`src/verilog/mul_pkg.sv`:
```
/*
	Multiply arithmetic types
	operand and product widths, radix-4 Booth digit encoding and result flags
*/
`default_nettype none

package mul_pkg;

	// operand and product widths
	localparam int OPERAND_W = 32;

	typedef logic [OPERAND_W-1:0]   operand_t;
	typedef logic [2*OPERAND_W-1:0] product_t;

	// accumulator carries two guard bits above the product
	localparam int ACC_W = 2 * OPERAND_W + 2;

	// multiplier extended to 36 bits covers the 33-bit signed view
	localparam int BOOTH_DIGITS = 18;

	// two digits retired per clock
	localparam int LANE_CYCLES = BOOTH_DIGITS / 2;

	// digit magnitude in multiples of the multiplicand
	localparam logic [1:0] MAG_ZERO = 2'd0;
	localparam logic [1:0] MAG_ONE  = 2'd1;
	localparam logic [1:0] MAG_TWO  = 2'd2;

	// encoded booth digit, neg set means subtract
	typedef struct packed {
		logic       neg;
		logic [1:0] mag;
	} booth_digit_t;

	// result flags
	typedef struct packed {
		logic zero;
		logic sign;
		logic overflow;
	} mul_flags_t;

endpackage

`default_nettype wire

```
`src/verilog/mul_bus_pkg.sv`:
```
/*
	Multiply unit transactions
	request and response structs exchanged with the execute stage
*/
`default_nettype none

package mul_bus_pkg;

	import mul_pkg::*;

	localparam int TAG_W = 8;

	// request identifier, returned unchanged
	typedef logic [TAG_W-1:0] tag_t;

	typedef struct packed {
		operand_t multiplicand;
		operand_t multiplier;
		logic     is_signed;
		tag_t     tag;
	} mul_req_t;

	// flags stay clear until the collector fills them in
	typedef struct packed {
		product_t   product;
		mul_flags_t flags;
		logic       is_signed;
		tag_t       tag;
	} mul_resp_t;

endpackage

`default_nettype wire

```
`src/verilog/mul_booth_lane.sv`:
```
/*
	Iterative radix-4 Booth multiplier lane
	retires two digits per clock, one product every LANE_CYCLES clocks
*/
`timescale 1ns/100ps
`default_nettype none

module mul_booth_lane (
	input  wire                    clk,
	input  wire                    rst_n,
	input  wire                    start,
	input  wire mul_bus_pkg::mul_req_t req,
	output logic                   busy,
	output logic                   done,
	output mul_bus_pkg::mul_resp_t resp
);

	import mul_pkg::*;
	import mul_bus_pkg::*;

	localparam int MCAND_W = OPERAND_W + 1;
	localparam int MPLR_W  = 2 * BOOTH_DIGITS;
	localparam int CNT_W   = $clog2(LANE_CYCLES);

	logic               running;
	logic [CNT_W-1:0]   step;
	logic               last;
	logic [MCAND_W-1:0] mcand;
	logic [MPLR_W-1:0]  mplr;
	logic               mplr_prev;
	logic [ACC_W-1:0]   acc;
	logic               is_signed_q;
	tag_t               tag_q;
	booth_digit_t       dig_lo;
	booth_digit_t       dig_hi;
	logic [ACC_W-1:0]   pp_lo;
	logic [ACC_W-1:0]   pp_hi;
	logic               mcand_ext;
	logic               mplr_ext;

	// one overlapping triple {b[i+1], b[i], b[i-1]} to a signed digit
	function automatic booth_digit_t booth_encode(input logic [2:0] triple);
		booth_digit_t d;
		case (triple)
			3'b001, 3'b010: d = {1'b0, MAG_ONE};
			3'b011:         d = {1'b0, MAG_TWO};
			3'b100:         d = {1'b1, MAG_TWO};
			3'b101, 3'b110: d = {1'b1, MAG_ONE};
			default:        d = {1'b0, MAG_ZERO};
		endcase
		return d;
	endfunction

	// digit times multiplicand, sign extended to the accumulator width
	function automatic logic [ACC_W-1:0] booth_partial(input booth_digit_t d,
			input logic [MCAND_W-1:0] a);
		logic [ACC_W-1:0] ext;
		logic [ACC_W-1:0] mag;
		ext = {{(ACC_W-MCAND_W){a[MCAND_W-1]}}, a};
		case (d.mag)
			MAG_ONE: mag = ext;
			MAG_TWO: mag = ext << 1;
			default: mag = '0;
		endcase
		if (d.neg) begin
			return -mag;
		end
		return mag;
	endfunction

	assign dig_lo = booth_encode({mplr[1:0], mplr_prev});
	assign dig_hi = booth_encode(mplr[3:1]);

	// digit position is four bits per step, the upper digit two more
	assign pp_lo = booth_partial(dig_lo, mcand) << {step, 2'b00};
	assign pp_hi = booth_partial(dig_hi, mcand) << ({step, 2'b00} + 6'd2);

	assign last = running && (step == CNT_W'(LANE_CYCLES - 1));

	// free for a new start once the final step is under way
	assign busy = running && !last;

	assign mcand_ext = req.is_signed & req.multiplicand[OPERAND_W-1];
	assign mplr_ext  = req.is_signed & req.multiplier[OPERAND_W-1];

	always_ff @(posedge clk) begin
		if (!rst_n) begin
			running <= 1'b0;
			step    <= '0;
			done    <= 1'b0;
		end else begin
			done <= last;
			if (start) begin
				running <= 1'b1;
				step    <= '0;
			end else if (last) begin
				running <= 1'b0;
			end else if (running) begin
				step <= step + 1'b1;
			end
		end
	end

	always_ff @(posedge clk) begin
		if (start) begin
			mcand       <= {mcand_ext, req.multiplicand};
			mplr        <= {{(MPLR_W-OPERAND_W){mplr_ext}}, req.multiplier};
			mplr_prev   <= 1'b0;
			acc         <= '0;
			is_signed_q <= req.is_signed;
			tag_q       <= req.tag;
		end else if (running) begin
			acc       <= acc + pp_lo + pp_hi;
			mplr      <= mplr >> 4;
			mplr_prev <= mplr[3];
		end
	end

	// guard bits above the product are dropped
	assign resp.product   = acc[2*OPERAND_W-1:0];
	assign resp.flags     = '0;
	assign resp.is_signed = is_signed_q;
	assign resp.tag       = tag_q;

endmodule

`default_nettype wire

```
`src/verilog/mul_collect.sv`:
```
/*
	Multiply result collector
	picks the finishing lane, derives the flags and registers the response
*/
`timescale 1ns/100ps
`default_nettype none

module mul_collect #(
	parameter int NUM_LANES = 4
) (
	input  wire                    clk,
	input  wire                    rst_n,
	input  wire [NUM_LANES-1:0]    lane_done,
	input  wire mul_bus_pkg::mul_resp_t lane_resp [NUM_LANES],
	output logic                   resp_valid,
	output mul_bus_pkg::mul_resp_t resp
);

	import mul_pkg::*;
	import mul_bus_pkg::*;

	mul_resp_t          sel;
	mul_flags_t         flags;
	logic [OPERAND_W:0] upper;

	// at most one lane finishes per cycle, so OR-ing the masked responses is safe
	always_comb begin
		sel = '0;
		for (int k = 0; k < NUM_LANES; k++) begin
			sel = sel | (lane_resp[k] & {$bits(mul_resp_t){lane_done[k]}});
		end
	end

	// top 33 bits, the sign of the low word included
	assign upper = sel.product[2*OPERAND_W-1 -: OPERAND_W+1];

	assign flags.zero = (sel.product == '0);
	assign flags.sign = sel.product[2*OPERAND_W-1];

	// signed fits when the top 33 bits all match the sign
	assign flags.overflow = sel.is_signed ? !((&upper) || (upper == '0))
	                                      : (upper[OPERAND_W:1] != '0);

	always_ff @(posedge clk) begin
		if (!rst_n) begin
			resp_valid <= 1'b0;
		end else begin
			resp_valid <= |lane_done;
		end
	end

	always_ff @(posedge clk) begin
		if (|lane_done) begin
			resp <= '{product:   sel.product,
			          flags:     flags,
			          is_signed: sel.is_signed,
			          tag:       sel.tag};
		end
	end

endmodule

`default_nettype wire

```
`src/verilog/mul_dispatch.sv`:
```
/*
	Multiply dispatcher
	hands each request to the lowest idle lane, or flags a drop
*/
`timescale 1ns/100ps
`default_nettype none

module mul_dispatch #(
	parameter int NUM_LANES = 4
) (
	input  wire                   clk,
	input  wire                   rst_n,
	input  wire                   req_valid,
	input  wire mul_bus_pkg::mul_req_t req,
	input  wire [NUM_LANES-1:0]   lane_busy,
	output logic [NUM_LANES-1:0]  lane_start,
	output mul_bus_pkg::mul_req_t lane_req,
	output logic                  req_drop
);

	logic [NUM_LANES-1:0] idle;
	logic [NUM_LANES-1:0] pick;
	logic                 none_idle;

	// a lane started last cycle has not raised busy yet
	assign idle = ~lane_busy & ~lane_start;

	// lowest set bit of the idle mask
	assign pick = idle & (-idle);

	assign none_idle = (idle == '0);

	always_ff @(posedge clk) begin
		if (!rst_n) begin
			lane_start <= '0;
			req_drop   <= 1'b0;
		end else begin
			if (req_valid) begin
				lane_start <= pick;
			end else begin
				lane_start <= '0;
			end
			req_drop <= req_valid && none_idle;
		end
	end

	// request payload shared by all lanes
	always_ff @(posedge clk) begin
		if (req_valid) begin
			lane_req <= req;
		end
	end

endmodule

`default_nettype wire

```
`src/verilog/mul_unit.sv`:
```
/*
	Multi-lane multiply unit
	dispatcher, array of Booth lanes and result collector
*/
`timescale 1ns/100ps
`default_nettype none

module mul_unit #(
	parameter int NUM_LANES = 4
) (
	input  wire                         clk,
	input  wire                         rst_n,
	input  wire                         req_valid,
	input  wire mul_bus_pkg::mul_req_t  req,
	output wire                         resp_valid,
	output wire mul_bus_pkg::mul_resp_t resp,
	output wire                         req_drop
);

	import mul_bus_pkg::*;

	wire [NUM_LANES-1:0] lane_busy;
	wire [NUM_LANES-1:0] lane_start;
	wire [NUM_LANES-1:0] lane_done;
	wire mul_req_t       lane_req;
	wire mul_resp_t      lane_resp [NUM_LANES];

	mul_dispatch #(
		.NUM_LANES(NUM_LANES)
	) dispatch_inst (
		.clk       (clk),
		.rst_n     (rst_n),
		.req_valid (req_valid),
		.req       (req),
		.lane_busy (lane_busy),
		.lane_start(lane_start),
		.lane_req  (lane_req),
		.req_drop  (req_drop)
	);

	// identical lanes, all fed from the shared request register
	for (genvar k = 0; k < NUM_LANES; k++) begin : g_lane
		mul_booth_lane lane_inst (
			.clk  (clk),
			.rst_n(rst_n),
			.start(lane_start[k]),
			.req  (lane_req),
			.busy (lane_busy[k]),
			.done (lane_done[k]),
			.resp (lane_resp[k])
		);
	end

	mul_collect #(
		.NUM_LANES(NUM_LANES)
	) collect_inst (
		.clk       (clk),
		.rst_n     (rst_n),
		.lane_done (lane_done),
		.lane_resp (lane_resp),
		.resp_valid(resp_valid),
		.resp      (resp)
	);

endmodule

`default_nettype wire
```
`config.mk`:
```
export PLATFORM = sky130hd
export DESIGN_NAME = mul_unit
export DESIGN_NICKNAME = d
export VERILOG_FILES = /design/src/verilog/mul_pkg.sv /design/src/verilog/mul_bus_pkg.sv /design/src/verilog/mul_booth_lane.sv /design/src/verilog/mul_collect.sv /design/src/verilog/mul_dispatch.sv /design/src/verilog/mul_unit.sv
export SDC_FILE = /design/constraint.sdc
export NUM_CORES = 2
export LEC_CHECK = 0
export ABC_AREA = 1
export BUFFER_PORTS_ARGS = -buffer_cell sky130_fd_sc_hd__clkbuf_2
export CORE_UTILIZATION = 60
export CTS_BUF_LIST = sky130_fd_sc_hd__clkbuf_8
export DETAILED_ROUTE_END_ITERATION = 8
export HOLD_SLACK_MARGIN = 0.12
export PLACE_DENSITY = 0.77
export REMOVE_ABC_BUFFERS = 1
export SLEW_MARGIN = 25
export SYNTH_ARGS = -nofsm -noshare
export SYNTH_HDL_FRONTEND = slang
export SYNTH_SLANG_ARGS = --single-unit
```
`constraint.sdc`:
```
create_clock -name clk -period 5.7 [get_ports clk]
set_input_delay 0 -clock clk [delete_from_list [all_inputs] [get_ports clk]]
set_output_delay 0 -clock clk [all_outputs]
set_load 0.05 [all_outputs]
```
==> run_results.csv, run 1 <==
group,metric,value,unit
clock_network,htreeDepth,4,
placed_design,placed_cells,15600,
placed_design,placed_area,95550,sq um
placed_design,place_congestion,1.304,
grt,grt_pass1_wl,663500,um
floorplan,start_util,0.6081,
grt,grt_pass1_vias,110300,
clock_network,cts_root_buf,"clkbuf_8",
synthesis,synth_compound_area_frac,0.1824,
floorplan,num_rows,130,
synthesis,mappedNetlistArea,76760,sq um
clock_network,cts.path.max_buffers,3,
synthesis,synth.most_common_cell,"nand2_1",
synthesis,synth-simple-area-share,0.2900,
grt,grt_start_max_net_pins,95,
synthesis,ys_top_cells_by_area,"edfxtp_1, nand2_1, inv_1",
synthesis,async_reset_ff_frac,0,
floorplan,num_io_pins,154,
synthesis,ys_seq_elements,738,
synthesis,synthAdderAreaFrac,0.1116,
clock_network,cts_sinks,738,
synthesis,ys_warn_count,0,
synthesis,syn_area_per_cell,6.437,sq um
synthesis,synthCells,11930,
grt,grt_overflow_total,32,
placed_design,dp_hpwl,278500,um
synthesis,netlist.top_cell.by_area,"edfxtp_1",
synthesis,ys.flop_type,"edfxtp_1",
grt,track_usage,0.6716,
synthesis,ys_seq_area_frac,0.2509,
placed_design,io_buffers,153,
floorplan,die_height,359.7,um
synthesis,ys_types,83,
synthesis,synth_top_family_by_area,"simple AND/OR/NAND/NOR gates",
outcome,lastStage,"global routing (5_1_grt)",
outcome,tool.error,"[ERROR GRT-0116] Global routing finished with congestion. Check the congestion regions in the DRC Viewer.",
floorplan,die_width,359.7,um
synthesis,synth_commonest_cells,"nand2_1, inv_1, o21ai_0, nor2_1, nand3_1",
synthesis,synth_edf_count,448,
synthesis,synth_top_area_frac,0.1753,
outcome,outcome,"aborted with a tool error",
synthesis,synth_xor_area_frac,0.03787,
clock_network,cts_buffers,135,
synthesis,muxShareOfSynthArea,0.006129,
## metal layers
metal | GRT usage | GRT overflow
met1 | 0.6884 | 0
met3 | 0.4931 | 1
met4 | 0.6383 | 17
met5 | 0.2105 | 0
met2 | 0.8498 | 14
## per-stage QoR
| step | hold WS [ps] | setup TNS (ps) | util | setup WS [ps] |
|---|---|---|---|---|
| 2_1_floorplan | 98.87 | -119710 | - | -1199 |
| 3_3_place_gp | 176.4 | -48370 | 0.7569 | -562.9 |
| 3_5_place_dp | 178.6 | -90920 | 0.7570 | -844.8 |
| 4_1_cts | 140.5 | -9508 | 0.8495 | -226.0 |
## cells by family after synthesis
| family | Yosys count |
|---|---|
| adders and majority gates | 536 |
| xor gates and xnor gates | 331 |
| buffers and inverters | 2393 |
| AOI/OAI and AO/OA | 2530 |
| DFF | 738 |
| muxes | 47 |
| and+or+nand+nor | 5350 |
## what timing repair did
item | 4_1_cts
pin swaps | 477
gates resized for setup | 1628
setup endpoints to repair | 194
cloned | 5
endpoints found under the hold margin | 176
buffers inserted | 197
hold buffers | 150
==> inputs of run 2 (changes only) <==
--- a/config.mk
+++ b/config.mk
@@ -7,11 +7,9 @@
 export LEC_CHECK = 0
 export ABC_AREA = 1
 export BUFFER_PORTS_ARGS = -buffer_cell sky130_fd_sc_hd__clkbuf_2
-export CORE_UTILIZATION = 60
-export CTS_BUF_LIST = sky130_fd_sc_hd__clkbuf_8
+export CORE_UTILIZATION = 40
 export DETAILED_ROUTE_END_ITERATION = 8
-export HOLD_SLACK_MARGIN = 0.12
-export PLACE_DENSITY = 0.77
+export PLACE_DENSITY_LB_ADDON = 0.15
 export REMOVE_ABC_BUFFERS = 1
 export SLEW_MARGIN = 25
 export SYNTH_ARGS = -nofsm -noshare
==> constraint.sdc (replaced) <==
create_clock -name clk -period 7.4 [get_ports clk]
set_input_delay 0 -clock clk [delete_from_list [all_inputs] [get_ports clk]]
set_output_delay 0 -clock clk [all_outputs]
set_load 0.05 [all_outputs]
==> run 2 against run 1 <==
Net effect: the run now ends clean; synthesized cell count did not move; synthesized area unchanged.
==> run_results.csv, run 2 <==
group,metric,value,unit
final_layout,layout.nets,12810,
outcome,outcome,"finished clean",
floorplan,num_io_pins,154,
synthesis,netlist.top_cell.by_area,"edfxtp_1",
timing,min_period,7127,ps
synthesis,ys.flop_type,"edfxtp_1",
job,maxCapViolCount,0,
grt,grt.busiest_layer,"met2",
timing,report.final.hold_viol_count,0,
synthesis,synth-simple-area-share,0.2900,
floorplan,core_area,190400,sq um
clock_network,cts.path.max_buffers,3,
critical_path,path_common_cell,"nand2_1",
grt,use_met1,0.5450,
power,clkPwrFrac,0.117,
critical_path,end_kind,"flop",
synthesis,synth.most_common_cell,"nand2_1",
final_layout,largest_register,"g_lane.lane_inst.acc",
min_path,hold_class,"primary input to flop",
final_layout,final_cell_mix,"nand2_1, inv_1, o21ai_0",
grt,antenna_found_initial,36,
power,combPwrFrac,0.734,
critical_path,worstPathArrival,7780,ps
clock_network,cts_sinks,738,
clock_network,clk_pin_slew,60,ps
grt,grt_pass1_wl,566100,um
final_layout,areaGrowthSynthToFinish,12.34,%
synthesis,synth_commonest_cells,"nand2_1, inv_1, o21ai_0, nor2_1, nand3_1",
clock_network,htreeDepth,3,
power,switchingPower,23.18,mW
grt,gr-usage-met3,0.07694,
routing,num_vias,85410,
synthesis,muxShareOfSynthArea,0.006129,
routing,drtAntennaViolNets,0,
critical_path,cp_max_fo,14,
synthesis,async_reset_ff_frac,0,
timing,setup_viol,0,
placed_design,place_congestion,1.101,
synthesis,synth_edf_count,448,
floorplan,die_height,440.1,um
final_layout,drive_above_1_share,0.07970,
final_layout,reg_top3,"g_lane.lane_inst.acc: 256 flops, g_lane.lane_inst.mcand: 132 flops, g_lane.lane_inst.mplr: 132 flops",
grt,grt_pass1_vias,78290,
timing,max_freq,140.3,MHz
routing,dr.pass1.iters,9,
critical_path,start_kind,"flop",
final_layout,stdcell_count,14830,
clock_network,clk-insertion-delay-late,810,ps
timing,fin_ws,273.0,ps
synthesis,synthCells,11930,
synthesis,syn_area_per_cell,6.437,sq um
clock_network,cts_buffers,90,
clock_network,cts_root_buf,"clkbuf_16",
synthesis,synth_top_family_by_area,"simple AND/OR/NAND/NOR gates",
min_path,hp-start,"rst_n",
timing,drv_slew,0,
grt,track_usage,0.4063,
floorplan,start_util,0.4032,
grt,grt_overflow_total,0,
synthesis,synth_xor_area_frac,0.03787,
power,p_leak,41.85,nW
critical_path,r2r_setup_slack,270,ps
synthesis,ys_warn_count,0,
placed_design,io_buffers,153,
synthesis,synthAdderAreaFrac,0.1116,
critical_path,r2r_end,"g_lane[2].lane_inst.acc[56]",
min_path,hold_end,"dispatch_inst.lane_start[1]",
critical_path,required,8050,ps
synthesis,ys_seq_area_frac,0.2509,
synthesis,mappedNetlistArea,76760,sq um
final_layout,postLayoutCellArea,86230,sq um
clock_network,post_cts_buffers,0,
power,max-vdd-ir-drop,295.8,uV
placed_design,placed_area,81380,sq um
final_layout,final_common_cell,"nand2_1",
synthesis,ys_types,83,
synthesis,synth_top_area_frac,0.1753,
grt,grt_start_max_net_pins,95,
routing,wl_per_cell,27.29,um
placed_design,placed_cells,14460,
floorplan,die_width,440.1,um
final_layout,largest_register_ffs,256,
floorplan,dieArea,193600,sq um
placed_design,place_ws,217.4,ps
routing,via_per_inst,5.758,
grt,use_met2,0.6081,
timing,worst_slew_pin_slew,1239,ps
clock_network,cts_tree,"done",
timing,post-route-period-util,0.9631,
power,netSwitchingFraction,0.5704,
power,powerDensity,471.3,nW/um^2
power,finalPower,40.64,mW
critical_path,cp_slowest_stage_delay,450,ps
synthesis,synth_compound_area_frac,0.1824,
power,pwr-share-seq,0.149,
critical_path,r2r_start,"g_lane[2].lane_inst.mplr[1]",
synthesis,ys_top_cells_by_area,"edfxtp_1, nand2_1, inv_1",
timing,slew_headroom,0.1742,
critical_path,rr_worst_depth,40,
routing,routed_wl,404800,um
critical_path,cp_slowest_cell,"fa_1",
routing,drc,0,
timing,fin_skew,62.15,ps
final_layout,fillerInstances,20050,
timing,hold_ws,299.1,ps
synthesis,ys_seq_elements,738,
timing,tns,0,ps
final_layout,post-route-util,0.4529,
critical_path,worstSetupPathType,"flop to flop",
placed_design,dp_hpwl,327000,um
power,power.internal,17.46,mW
min_path,whs_path_depth,5,
floorplan,num_rows,160,
routing,drt_iter0_drc,10770,
run 2: cell counts after synthesis:
Identical to the previous run, type by type.
run 2: cells by family after synthesis:
kind of cell,count (synthesis)
xor+xnor,331
fa+ha+maj,536
compound gates,2530
simple gates,5350
mux,47
buf+inv,2393
flops,738
run 2: how the worst max path moves through the flow:
stage,from,endpoint,slack (ps),cells past startpoint
2_1_floorplan,g_lane[0].lane_inst.step[2],g_lane[0].lane_inst.acc[61],500,22
3_3_place_gp,g_lane[1].lane_inst.mplr[1],g_lane[1].lane_inst.acc[44],180,35
3_5_place_dp,g_lane[1].lane_inst.mplr[0],g_lane[1].lane_inst.acc[43],220,40
4_1_cts,g_lane[1].lane_inst.mplr[0],g_lane[1].lane_inst.acc[43],170,40
5_1_grt,g_lane[0].lane_inst.mplr[1],g_lane[0].lane_inst.acc[45],-2,39
6_report,g_lane[2].lane_inst.mplr[1],g_lane[2].lane_inst.acc[56],270,40
run 2: what timing repair did:
action	in CTS	in global routing
setup endpoints to repair	0	50
hold buffers	148	0
hold endpoints to repair	128	0
gates resized for setup	0	53
run 2: power groups by stage:
stage / Sequential [mW] / Clock (mW) / Combinational (mW)
after global placement: 6.06 / 0 / 28.5
after CTS: 5.99 / 4.80 / 28.7
after floorplan: 5.60 / 0 / 18.2
final: 6.05 / 4.77 / 29.8
after detailed placement: 6.07 / 0 / 28.5
after global routing: 6.07 / 4.94 / 32.2
run 2: area by class of cell:
class                   count  area (sq um)  share of cell area
clock inverters            62         734.5            0.008518
clock buffers             108          2340             0.02713
repair buffers            670          5049             0.05855
well taps                2511          3142             0.03644
flip-flops and latches    738         19290              0.2238
inverters                1899          7142             0.08283
diodes                     51         127.6            0.001480
multi-input cells        8794         48400              0.5613
run 2: metal layers:
layer  up-vias  routed length, um  share of wire
met3       824              37820          0.093
li1      39350                  -              -
met2      4531             171500           0.42
met4         8              27000          0.067
met1     40700             168300           0.42
met5         -                 63        0.00016
run 2: critical path: cells and delay by family (launching register included):
family | cells | cell delay (ps)
multiplexers | 1 | 310
buffers and inverters | 8 | 960
flip-flops | 1 | 430
XOR/XNOR | 1 | 200
adder cells (fa/ha/maj) | 3 | 1090
AND/OR/NAND/NOR | 17 | 1960
AO/OA/AOI/OAI | 10 | 2000
No activity file was read; power rests on OpenSTA's default activity.
